**src/design/panel_pkg.sv**
```systemverilog
`default_nettype none

package panel_pkg;

	// panel geometry
	localparam int COLUMNS = 64;
	localparam int ROWS    = 32; // row pairs scanned top and bottom together

	// blanking window after each latch
	localparam int DISPLAY_CYCLES = 3;

	// one pixel per APB word
	localparam int FB_WORDS   = 4096;
	localparam int HALF_WORDS = FB_WORDS / 2;
	localparam int FB_BYTES   = FB_WORDS * 4; // first APB address past the buffer

	// derived widths
	localparam int COL_W       = $clog2(COLUMNS);
	localparam int ROW_W       = $clog2(ROWS);
	localparam int PIXEL_W     = 4;
	localparam int FB_ADDR_W   = $clog2(FB_WORDS);
	localparam int BLANK_CNT_W = $clog2(DISPLAY_CYCLES + 1);

	// column and row addresses on the panel
	typedef logic [COL_W-1:0] col_t;
	typedef logic [ROW_W-1:0] row_t;

	// one 4-bit pixel
	typedef logic [PIXEL_W-1:0] pixel_t;

	// word index as {half, row, col}
	typedef logic [FB_ADDR_W-1:0] fb_addr_t;

	// index inside one half as {row, col}
	typedef logic [FB_ADDR_W-2:0] half_addr_t;

	// blanking counter
	typedef logic [BLANK_CNT_W-1:0] blank_cnt_t;

	// APB address and write data
	typedef logic [31:0] paddr_t;
	typedef logic [31:0] word_t;

endpackage

`default_nettype wire

```
**src/design/scan_sequencer.sv**
```systemverilog
`timescale 1ns/1ps
`default_nettype none

module scan_sequencer (
	input  logic            clk,
	input  logic            rst,
	output logic            fetch,
	output panel_pkg::row_t row_addr,
	output panel_pkg::col_t col_addr,
	output logic            display_clk,
	output logic            latch,
	output logic            display_oe
);
	import panel_pkg::*;

	// Each state loads the pin pattern shown in the following cycle, so
	// all panel strobes come straight from flops.
	typedef enum logic [2:0] {
		FETCH,
		SHIFT_HIGH,
		SHIFT_LOW,
		LATCH_HIGH,
		LATCH_LOW,
		BLANK
	} scan_state_t;

	scan_state_t state;
	scan_state_t state_next;
	blank_cnt_t  blank_cnt;
	logic        last_col;
	logic        last_row;
	logic        blank_done;

	assign last_col   = (col_addr == col_t'(COLUMNS - 1));
	assign last_row   = (row_addr == row_t'(ROWS - 1));
	assign blank_done = (blank_cnt == blank_cnt_t'(DISPLAY_CYCLES));

	always_comb begin
		state_next = state;
		case (state)
			FETCH: begin
				state_next = SHIFT_HIGH;
			end
			SHIFT_HIGH: begin
				state_next = SHIFT_LOW;
			end
			SHIFT_LOW: begin
				if (last_col) begin
					state_next = LATCH_HIGH; // row fully shifted in
				end else begin
					state_next = FETCH;
				end
			end
			LATCH_HIGH: begin
				state_next = LATCH_LOW;
			end
			LATCH_LOW: begin
				state_next = BLANK;
			end
			BLANK: begin
				if (blank_done) begin
					state_next = FETCH;
				end
			end
			default: begin
				state_next = FETCH;
			end
		endcase
	end

	always_ff @(posedge clk or posedge rst) begin
		if (rst) begin
			state <= FETCH;
		end else begin
			state <= state_next;
		end
	end

	// panel strobes
	always_ff @(posedge clk or posedge rst) begin
		if (rst) begin
			fetch       <= 1'b0;
			display_clk <= 1'b0;
			latch       <= 1'b0;
			display_oe  <= 1'b1;
		end else begin
			fetch       <= (state == FETCH);
			display_clk <= (state == SHIFT_HIGH); // one cycle after the fetch
			latch       <= (state == LATCH_HIGH) || (state == LATCH_LOW);
			display_oe  <= !((state == BLANK) && !blank_done); // active low
		end
	end

	// column advances as display_clk falls
	always_ff @(posedge clk or posedge rst) begin
		if (rst) begin
			col_addr <= '0;
		end else if (state == SHIFT_LOW) begin
			if (last_col) begin
				col_addr <= '0;
			end else begin
				col_addr <= col_addr + 1'b1;
			end
		end
	end

	// row advances on the second latch cycle
	always_ff @(posedge clk or posedge rst) begin
		if (rst) begin
			row_addr <= '0;
		end else if (state == LATCH_LOW) begin
			if (last_row) begin
				row_addr <= '0;
			end else begin
				row_addr <= row_addr + 1'b1;
			end
		end
	end

	// counts the lit window, first BLANK cycle still has latch high
	always_ff @(posedge clk or posedge rst) begin
		if (rst) begin
			blank_cnt <= '0;
		end else if ((state == BLANK) && !blank_done) begin
			blank_cnt <= blank_cnt + 1'b1;
		end else begin
			blank_cnt <= '0;
		end
	end

endmodule

`default_nettype wire

```
**config.mk**
```make
export PLATFORM = sky130hd
export DESIGN_NAME = scan_sequencer
export DESIGN_NICKNAME = d
export VERILOG_FILES = /design/src/design/panel_pkg.sv /design/src/design/scan_sequencer.sv
export SDC_FILE = /design/constraint.sdc
export NUM_CORES = 1
export LEC_CHECK = 0
export BUFFER_PORTS_ARGS = -buffer_cell sky130_fd_sc_hd__clkbuf_2
export CAP_MARGIN = 5
export CORE_MARGIN = 8
export CORE_UTILIZATION = 25
export CTS_CLUSTER_DIAMETER = 30
export DETAILED_ROUTE_END_ITERATION = 8
export GPL_ROUTABILITY_DRIVEN = 0
export GPL_TIMING_DRIVEN = 0
export PLACE_DENSITY = 0.47
export SYNTH_ARGS = -nofsm -noshare
export SYNTH_HDL_FRONTEND = slang
export SYNTH_SLANG_ARGS = --single-unit
```
**constraint.sdc**
```tcl
create_clock -name clk -period 1.8 [get_ports clk]
set_input_delay 0.18 -clock clk [delete_from_list [all_inputs] [get_ports clk]]
set_output_delay 0.18 -clock clk [all_outputs]
set_load 0.02 [all_outputs]
```
==> metrics.txt, run 1 <==
clk_skew 0.00164 ns; remaining routing DRC violations 0; Post-DRT Antenna Nets 0; nature of the critical path startpoint flop; detailed-route vias per instance 4.28; WHS 0.435 ns; async set or reset register ratio after synthesis 100%; layout cells sized above 1 24.5%; fill count 390; Design Power 824 µW; Resized cells post-CTS 0; post-synthesis instance area 908 µm²; unrepaired setup endpoints after global routing no; total of max-cap violations 0; final setup violating endpoints 0; CTS root buffer sky130_fd_sc_hd__clkbuf_4; Clk Latency, worst-skew pair 0.30 ns; clock tree sinks 20; max_slew headroom 50.9%; synthesized area per cell 11.2 µm²; cell count after synthesis 81; Max clock buf depth 2; height of the chip 76.3 µm; Clock Power Share 44.1%; Cell variety after synth 33; Hold Path Cell Cnt 1; final std cell area, no fill 1110 µm²; DPL Wire Length 1.25 mm; post-route setup TNS 0 ns; switching share of power 17.9%; largest area contributor in the netlist sky130_fd_sc_hd__dfrtp_1; first-iteration detailed-routing DRC count 39; initial standard-cell utilization of the core 25.4%; cell with the most instances after synthesis sky130_fd_sc_hd__dfrtp_1; CP Data Required Time 1.99 ns; outcome finished, final reports clean; maximum clock frequency 0.627 GHz; class of the most critical hold timing path flop to flop; sequential cell area fraction in the yosys report 55.2%; Reg power frac 54.5%; CP Max Fanout 10; crit path capture type flop; synthesis-stage register bit count 20; combinational family with the most area after synthesis simple AND/OR/NAND/NOR gates; cell internal power dissipation 676 µW; CTS tree yes; number of nets in the synthesized netlist 87; number of antenna violations at the first check in global routing 0; ratio of total power to cell area 741 nW/µm²; top post-synthesis cells by count sky130_fd_sc_hd__dfrtp_1, sky130_fd_sc_hd__nand2_1, sky130_fd_sc_hd__ha_1, sky130_fd_sc_hd__nand3_1; post-synthesis simple-gate area fraction 19.0%; vias in the first global route 632; standard-cell rows 22; register cell area after layout 502 µm²; Post-Synth XOR/XNOR Area 1.93%; Syn-to-layout area delta 22.3%; area of placed instances 1050 µm²; Global Route Usage Sum 5.95%; nets@finish 109; Worst Reg-to-Reg Cells 5; largest net degree at the start of global routing 21; Final Core Density 31.0%; share of total power in combinational logic 1.3%; proportion of synthesized area in mux cells 3.58%; routed length per placed instance 11.3 µm; die span in x 76.3 µm; biggest area contributors in the synthesized netlist sky130_fd_sc_hd__dfrtp_1, sky130_fd_sc_hd__ha_1, sky130_fd_sc_hd__nand2_1; die footprint 5820 µm²; peak supply drop 222 µV; Port Buffer Count 16; total grt overflow 0; final critical delay including setup and external delays 1.59 ns; fraction of the mapped netlist area in adder cells 5.51%; share of Yosys cell area claimed by the top area cell type 52.3%; final number of hold-violating endpoints 0; count of final max-slew check failures 0; footprint of the multi-input gates 374 µm²; detailed-route wire length 1.70 mm; count of antenna diodes in the layout 0; Leakage 0.543 nW; area fraction in compound gates after synthesis 11.2%; first-pass GRT wire length 2.87 mm; vias after detailed routing 642; transition time of the tightest slew-check pin 0.736 ns; Placeable Area 3580 µm²; depth of the CTS H-tree 1; total net switching power 147 µW; critical path start-end classification flop to flop; arrival time of the worst setup path 1.78 ns; total CTS buffers 3; Detailed Routing Iterations Pass 1 4; yosys synthesis warning count 0; Reg clk slew, reported paths 0.11 ns; number of top-level pins 17; Post-CTS Setup Bufs 0; EDFF count, synth 0; share of the clock period used by the worst path 88.6%; Synth Flop Type sky130_fd_sc_hd__dfrtp_1
[metrics by stage]
step / setup slack (ns) / cells
floorplan: 0.278 / 81
global placement: 0.269 / 145
detailed placement: 0.216 / 145
CTS: 0.205 / 150
global route: 0.140 / 150
finish: 0.205 / 150
[routing by layer]
layer | track usage, % | vias up | share of wire [%]
li1 | - | 331 | -
met1 | 6.75 | 297 | 49
met2 | 9.43 | 9 | 45
met3 | 1.06 | 5 | 2.8
met4 | 5.19 | 0 | 3.4
met5 | 0 | - | 0
[final cells by class]
cell class,count,share of cell area (%)
buffer,4,2.25
clock buffer,3,2.03
clock inverter,1,2.70
inverter,2,0.676
multi-input combinational,55,33.7
sequential,20,45.2
tap,48,5.41
timing repair buffer,17,8.11
[flip-flops by register name (all words and copies together) (netlist names)]
| register | count |
|---|---|
| blank_cnt | 2 |
| col_addr | 6 |
| display_clk | 1 |
| display_oe | 1 |
| fetch | 1 |
| latch | 1 |
| row_addr | 5 |
| state | 3 |
[worst max-delay path, stage by stage (launching register included)]
cell,delay (ns)
sky130_fd_sc_hd__dfrtp_1,0.38
sky130_fd_sc_hd__buf_2,0.17
sky130_fd_sc_hd__or3b_1,0.35
sky130_fd_sc_hd__clkbuf_1,0.22
sky130_fd_sc_hd__a22oi_1,0.28
sky130_fd_sc_hd__o41ai_2,0.10
[cell usage in the layout, fill, tap and decap left out, types with 2 or more instances in the layout]
cell	n
sky130_fd_sc_hd__dfrtp_1	19
sky130_fd_sc_hd__clkbuf_2	16
sky130_fd_sc_hd__nand2_1	10
sky130_fd_sc_hd__nand3_1	4
sky130_fd_sc_hd__ha_1	4
sky130_fd_sc_hd__nand2b_1	3
sky130_fd_sc_hd__o21ai_1	3
sky130_fd_sc_hd__nor2_1	3
sky130_fd_sc_hd__clkbuf_4	3
sky130_fd_sc_hd__buf_2	2
sky130_fd_sc_hd__or3b_1	2
sky130_fd_sc_hd__mux2_1	2
sky130_fd_sc_hd__a21oi_1	2
sky130_fd_sc_hd__o41ai_1	2
sky130_fd_sc_hd__xnor2_1	2
sky130_fd_sc_hd__nor3_1	2
sky130_fd_sc_hd__inv_1	2
sky130_fd_sc_hd__a21o_1	2
[kinds of logic (layout without fill, tap and decap cells)]
| group | count (synthesis) | count (layout) |
|---|---|---|
| simple gates | 32 | 32 |
| flops | 20 | 20 |
| buf+inv | 6 | 27 |
| compound gates | 14 | 14 |
| mux | 3 | 3 |
| fa+ha+maj | 4 | 4 |
| xor+xnor | 2 | 2 |
[repair_timing]
| action | 4_1_cts | 5_1_grt |
|---|---|---|
| hold buffers | 1 | 0 |
| setup endpoints to repair | 0 | 0 |
| hold endpoints to repair | 15 | 0 |
[power by group through the flow]
stage          sequential, mW  combinational (mW)  clock, mW
2_1_floorplan           0.458             0.00671          0
3_3_place_gp            0.458              0.0104          0
5_1_grt                 0.449              0.0135      0.394
6_report                0.449              0.0110      0.363
3_5_place_dp            0.458              0.0102          0
4_1_cts                 0.449              0.0119      0.372
[worst paths after layout]
check | startpoint | slack (ns) | endpoint
setup / recovery | state[0] | 0.21 | row_addr[3]
hold / removal | blank_cnt[0] | 0.43 | blank_cnt[0]
setup reg to reg | state[0] | 0.21 | row_addr[3]
hold reg to reg | blank_cnt[0] | 0.43 | blank_cnt[0]
max in group asynchronous | rst | 0.82 | col_addr[1]
min in group asynchronous | rst | 0.53 | display_clk
Power figures use the tool's default switching activity.
==> inputs of run 2 (changes only) <==
CORE_MARGIN = 2   (was 8)
==> run 2 against run 1 <==
Compared with the run above: the run now ends with negative hold slack left; critical path type unchanged; critical endpoint unchanged; sequential share of layout area up 1.6 points; largest power group unchanged; first-iteration DRC count decreased by 56%; non-clock buffer count shrank 1.
==> metrics.txt, run 2 (synthesis gave the netlist of run 1 again) <==
outcome finished, violations left; violations in the final reports negative hold slack; critical path start-end classification flop to flop; Reg clk slew, reported paths 0.11 ns; number of top-level pins 17; Global Route met3 Usage 2.29%; Syn-to-layout area delta 18.0%; transition time of the tightest slew-check pin 0.757 ns; Placeable Area 3420 µm²; CP Max Fanout 10; arrival time of the worst setup path 1.75 ns; largest net degree at the start of global routing 21; vias in the first global route 647; first-iteration detailed-routing DRC count 17; clk_skew 0.00616 ns; Detailed Routing Iterations Pass 1 2; layout cells sized above 1 23.8%; met1 routing resource usage after global routing 9.97%; total CTS buffers 3; Global Route Usage Sum 8.79%; unrepaired setup endpoints after global routing no; maximum clock frequency 0.639 GHz; most common cell after layout, fill and taps aside sky130_fd_sc_hd__dfrtp_1; Max clock buf depth 2; first-pass GRT wire length 2.82 mm; post-route setup TNS 0 ns; WHS -0.0261 ns; peak supply drop 153 µV; largest registers in the final layout col_addr: 6 flops, row_addr: 5 flops, state: 3 flops; post-placement worst setup slack 0.247 ns; die span in x 64.3 µm; Port Buffer Count 16; total grt overflow 0; share of the clock period used by the worst path 87.0%; total of max-cap violations 0; count of final max-slew check failures 0; initial standard-cell utilization of the core 26.6%; routed length per placed instance 10.7 µm; detailed-route vias per instance 4.52; ratio of total power to cell area 635 nW/µm²; CP Data Required Time 1.98 ns; met2 global-route usage 15.0%; nature of the critical path startpoint flop; vias after detailed routing 664; register name with the most flops col_addr; clock tree sinks 20; number of hold-repair buffers added at the cts stage 0; fill count 371; number of antenna violations at the first check in global routing 0; height of the chip 64.3 µm; global route hottest layer met2; detailed-route wire length 1.58 mm; most frequent cells in the layout sky130_fd_sc_hd__dfrtp_1, sky130_fd_sc_hd__clkbuf_2, sky130_fd_sc_hd__nand2_1; Post-CTS Setup Bufs 0; final setup violating endpoints 0; Clk Latency, worst-skew pair 0.30 ns; Final Core Density 31.4%; number of flip-flops under the largest register name 6; CTS tree yes; die footprint 4130 µm²; Post-DRT Antenna Nets 0; nets@finish 108; final number of hold-violating endpoints 19; Leakage 0.526 nW; count of antenna diodes in the layout 0; depth of the CTS H-tree 1; standard-cell rows 21; final critical delay including setup and external delays 1.57 ns; class of the most critical hold timing path input port to async pin; Worst Setup Slack, final 0.234 ns; CTS root buffer sky130_fd_sc_hd__clkbuf_4; max_slew headroom 49.5%; remaining routing DRC violations 0; crit path capture type flop; Resized cells post-CTS 0
[run 2: worst max-delay path: stages, from the launching register on]
cell and delay [ns]:
sky130_fd_sc_hd__dfrtp_1 0.37, sky130_fd_sc_hd__buf_2 0.17, sky130_fd_sc_hd__or3b_1 0.35, sky130_fd_sc_hd__clkbuf_1 0.21, sky130_fd_sc_hd__a22oi_1 0.25, sky130_fd_sc_hd__o41ai_2 0.10
[run 2: final timing paths]
| path | from | endpoint | slack [ns] | cells past startpoint |
|---|---|---|---|---|
| min | rst | row_addr[4] | -0.03 | 2 |
| max reg2reg | state[0] | row_addr[3] | 0.23 | 5 |
| min reg2reg | blank_cnt[0] | blank_cnt[0] | 0.44 | 1 |
| max in group asynchronous | rst | row_addr[0] | 1.35 | 2 |
| min in group clk | blank_cnt[0] | blank_cnt[0] | 0.44 | 1 |
| max | state[0] | row_addr[3] | 0.23 | 5 |
[run 2: area by class of cell]
cell class | instances | area (µm²) | share of cell area, %
plain buffers | 4 | 25.0 | 2.33
clock buffers | 4 | 26.3 | 2.45
inverters | 2 | 7.51 | 0.700
multi-input cells | 55 | 374 | 34.9
flip-flops and latches | 20 | 502 | 46.8
well taps | 46 | 57.6 | 5.37
repair buffers | 16 | 80.1 | 7.47
[run 2: where the power goes]
group | internal (mW) | switching (mW)
Clock | 0.0864 | 0.136
Combinational | 0.000882 | 0.00862
Sequential | 0.449 | 0
[run 2: stage by stage]
stage | hold slack [ns] | power [mW] | std cells | cell area, µm²
global route | 0.0516 | 0.727 | 147 | 1070
global placement | 0.344 | 0.468 | 143 | 1050
floorplan | 0.143 | 0.465 | 81 | 908
detailed placement | 0.354 | 0.469 | 143 | 1050
CTS | 0.0130 | 0.697 | 147 | 1070
finish | -0.0261 | 0.681 | 147 | 1070
[run 2: routing by layer]
layer  share of wire (%)  vias to the layer above
met2                  46                       10
met4                 2.1                        0
met3                 4.9                        4
li1                    -                      331
met5                   0                        -
met1                  47                      319
==> inputs of run 3 (changes only) <==
CORE_ASPECT_RATIO = 0.7   (was unset)
==> run 3 against run 2 <==
Compared with the run above: the run now ends clean; via count is 0.75% lower; register-to-register slack worse by 0.04 ns; fmax down 2.5%; hold slack gained 0.045 ns; cell area increased by 4.7%; clock skew is 0.0040 ns lower; combinational power down 3.4%.
==> metrics.txt, run 3 (synthesis gave the netlist of run 1 again) <==
detailed-route wire length 1.66 mm; height of the chip 54.4 µm; final critical delay including setup and external delays 1.61 ns; final number of hold-violating endpoints 0; largest registers in the final layout col_addr: 6 flops, row_addr: 5 flops, state: 3 flops; list of cells traversed by the critical path buf_2 -> or3b_1 -> clkbuf_1 -> a22oi_1 -> o41ai_2; crit path capture type flop; Resized cells post-CTS 0; Syn-to-layout area delta 23.6%; routed length per placed instance 11.0 µm; Worst Reg-to-Reg Cells 5; number of flip-flops under the largest register name 6; delay of the slowest critical-path stage 0.35 ns; clk_skew 0.00217 ns; class of the most critical hold timing path input port to async pin; Placeable Area 3490 µm²; Worst Setup Slack, final 0.193 ns; register name with the most flops col_addr; arrival time of the worst setup path 1.74 ns; Port Buffer Count 16; DPL Wire Length 1.22 mm; Post-DRT Antenna Nets 0; total CTS buffers 3; CTS tree yes; count of final max-slew check failures 0; buffers plus inverters on the worst setup path 2; nets@finish 108; initial standard-cell utilization of the core 26.0%; Post-CTS Setup Bufs 0; maximum clock frequency 0.622 GHz; total grt overflow 0; Max clock buf depth 2; first-pass GRT wire length 2.76 mm; CTS root buffer sky130_fd_sc_hd__clkbuf_8; remaining routing DRC violations 0; count of antenna diodes in the layout 0; ratio of total power to cell area 800 nW/µm²; outcome finished, final reports clean; most frequent cells in the layout sky130_fd_sc_hd__dfrtp_1, sky130_fd_sc_hd__clkbuf_2, sky130_fd_sc_hd__nand2_1; largest net degree at the start of global routing 21; CP Max Fanout 10; number of hold-repair buffers added at the cts stage 0; first-iteration detailed-routing DRC count 41; transition time of the tightest slew-check pin 0.728 ns; register cell area after layout 502 µm²; vias after detailed routing 659; Reg clk slew, reported paths 0.07 ns; depth of the CTS H-tree 1; standard-cell rows 18; vias in the first global route 572; peak supply drop 244 µV; CP Data Required Time 1.93 ns; layout cells sized above 1 24.8%; fill count 362; number of antenna violations at the first check in global routing 0; final setup violating endpoints 0; number of top-level pins 17; critical path start-end classification flop to flop; max_slew headroom 51.4%; unrepaired setup endpoints after global routing no; Detailed Routing Iterations Pass 1 3; post-route setup TNS 0 ns; footprint of the multi-input gates 374 µm²; die span in x 76.0 µm; share of the clock period used by the worst path 89.3%; detailed-route vias per instance 4.36; Leakage 0.546 nW; total stage count of the critical path 5; Global Route Usage Sum 8.76%; Top Family by Delay on Critical Path compound AO/OA/AOI/OAI gates; post-placement worst setup slack 0.223 ns; clock tree sinks 20; most common cell after layout, fill and taps aside sky130_fd_sc_hd__dfrtp_1; nature of the critical path startpoint flop; Clk Latency, worst-skew pair 0.26 ns; die footprint 4140 µm²; cell with the largest stage delay on the worst path sky130_fd_sc_hd__dfrtp_1; total of max-cap violations 0
==> run 3: path summary, 6_finish.rpt <==
kind,start,endpoint,slack [ns]
max,state[0],row_addr[3],0.19
min,rst,fetch,0.02
max reg2reg,state[0],row_addr[3],0.19
min reg2reg,blank_cnt[0],blank_cnt[0],0.44
max in group asynchronous,rst,col_addr[2],1.33
min in group clk,blank_cnt[0],blank_cnt[0],0.44
==> run 3: power breakdown <==
part | total [mW] | switching, mW | internal (mW)
registers | 0.449 | 0 | 0.449
clock network | 0.439 | 0.142 | 0.297
logic | 0.00918 | 0.00830 | 0.000884
==> run 3: stage by stage <==
stage	cell area [µm²]	cells	hold slack [ns]	total power [mW]	utilization [%]
after floorplan	908	81	0.143	0.465	-
after global placement	1050	147	0.343	0.468	30.1
after detailed placement	1050	147	0.339	0.468	30.1
after CTS	1120	151	0.0509	0.913	32.2
after global routing	1120	151	0.118	0.939	32.2
final	1120	151	0.0185	0.898	32.2
==> run 3: per-layer routing <==
| layer | GRT usage, % | part of all wire, % | vias up |
|---|---|---|---|
| met2 | 13.7 | 43 | 9 |
| met3 | 3.30 | 3.1 | 4 |
| met1 | 11.4 | 53 | 318 |
| li1 | - | - | 328 |
| met4 | 3.03 | 1.6 | 0 |
| met5 | 0 | 0 | - |
==> run 3: area by class of cell <==
| type | count | share of cell area [%] |
|---|---|---|
| buffer | 4 | 2.23 |
| timing repair buffer | 16 | 7.13 |
| clock inverter | 1 | 2.68 |
| multi-input combinational | 55 | 33.3 |
| clock buffer | 3 | 3.68 |
| tap | 50 | 5.57 |
| inverter | 2 | 0.669 |
| sequential | 20 | 44.7 |
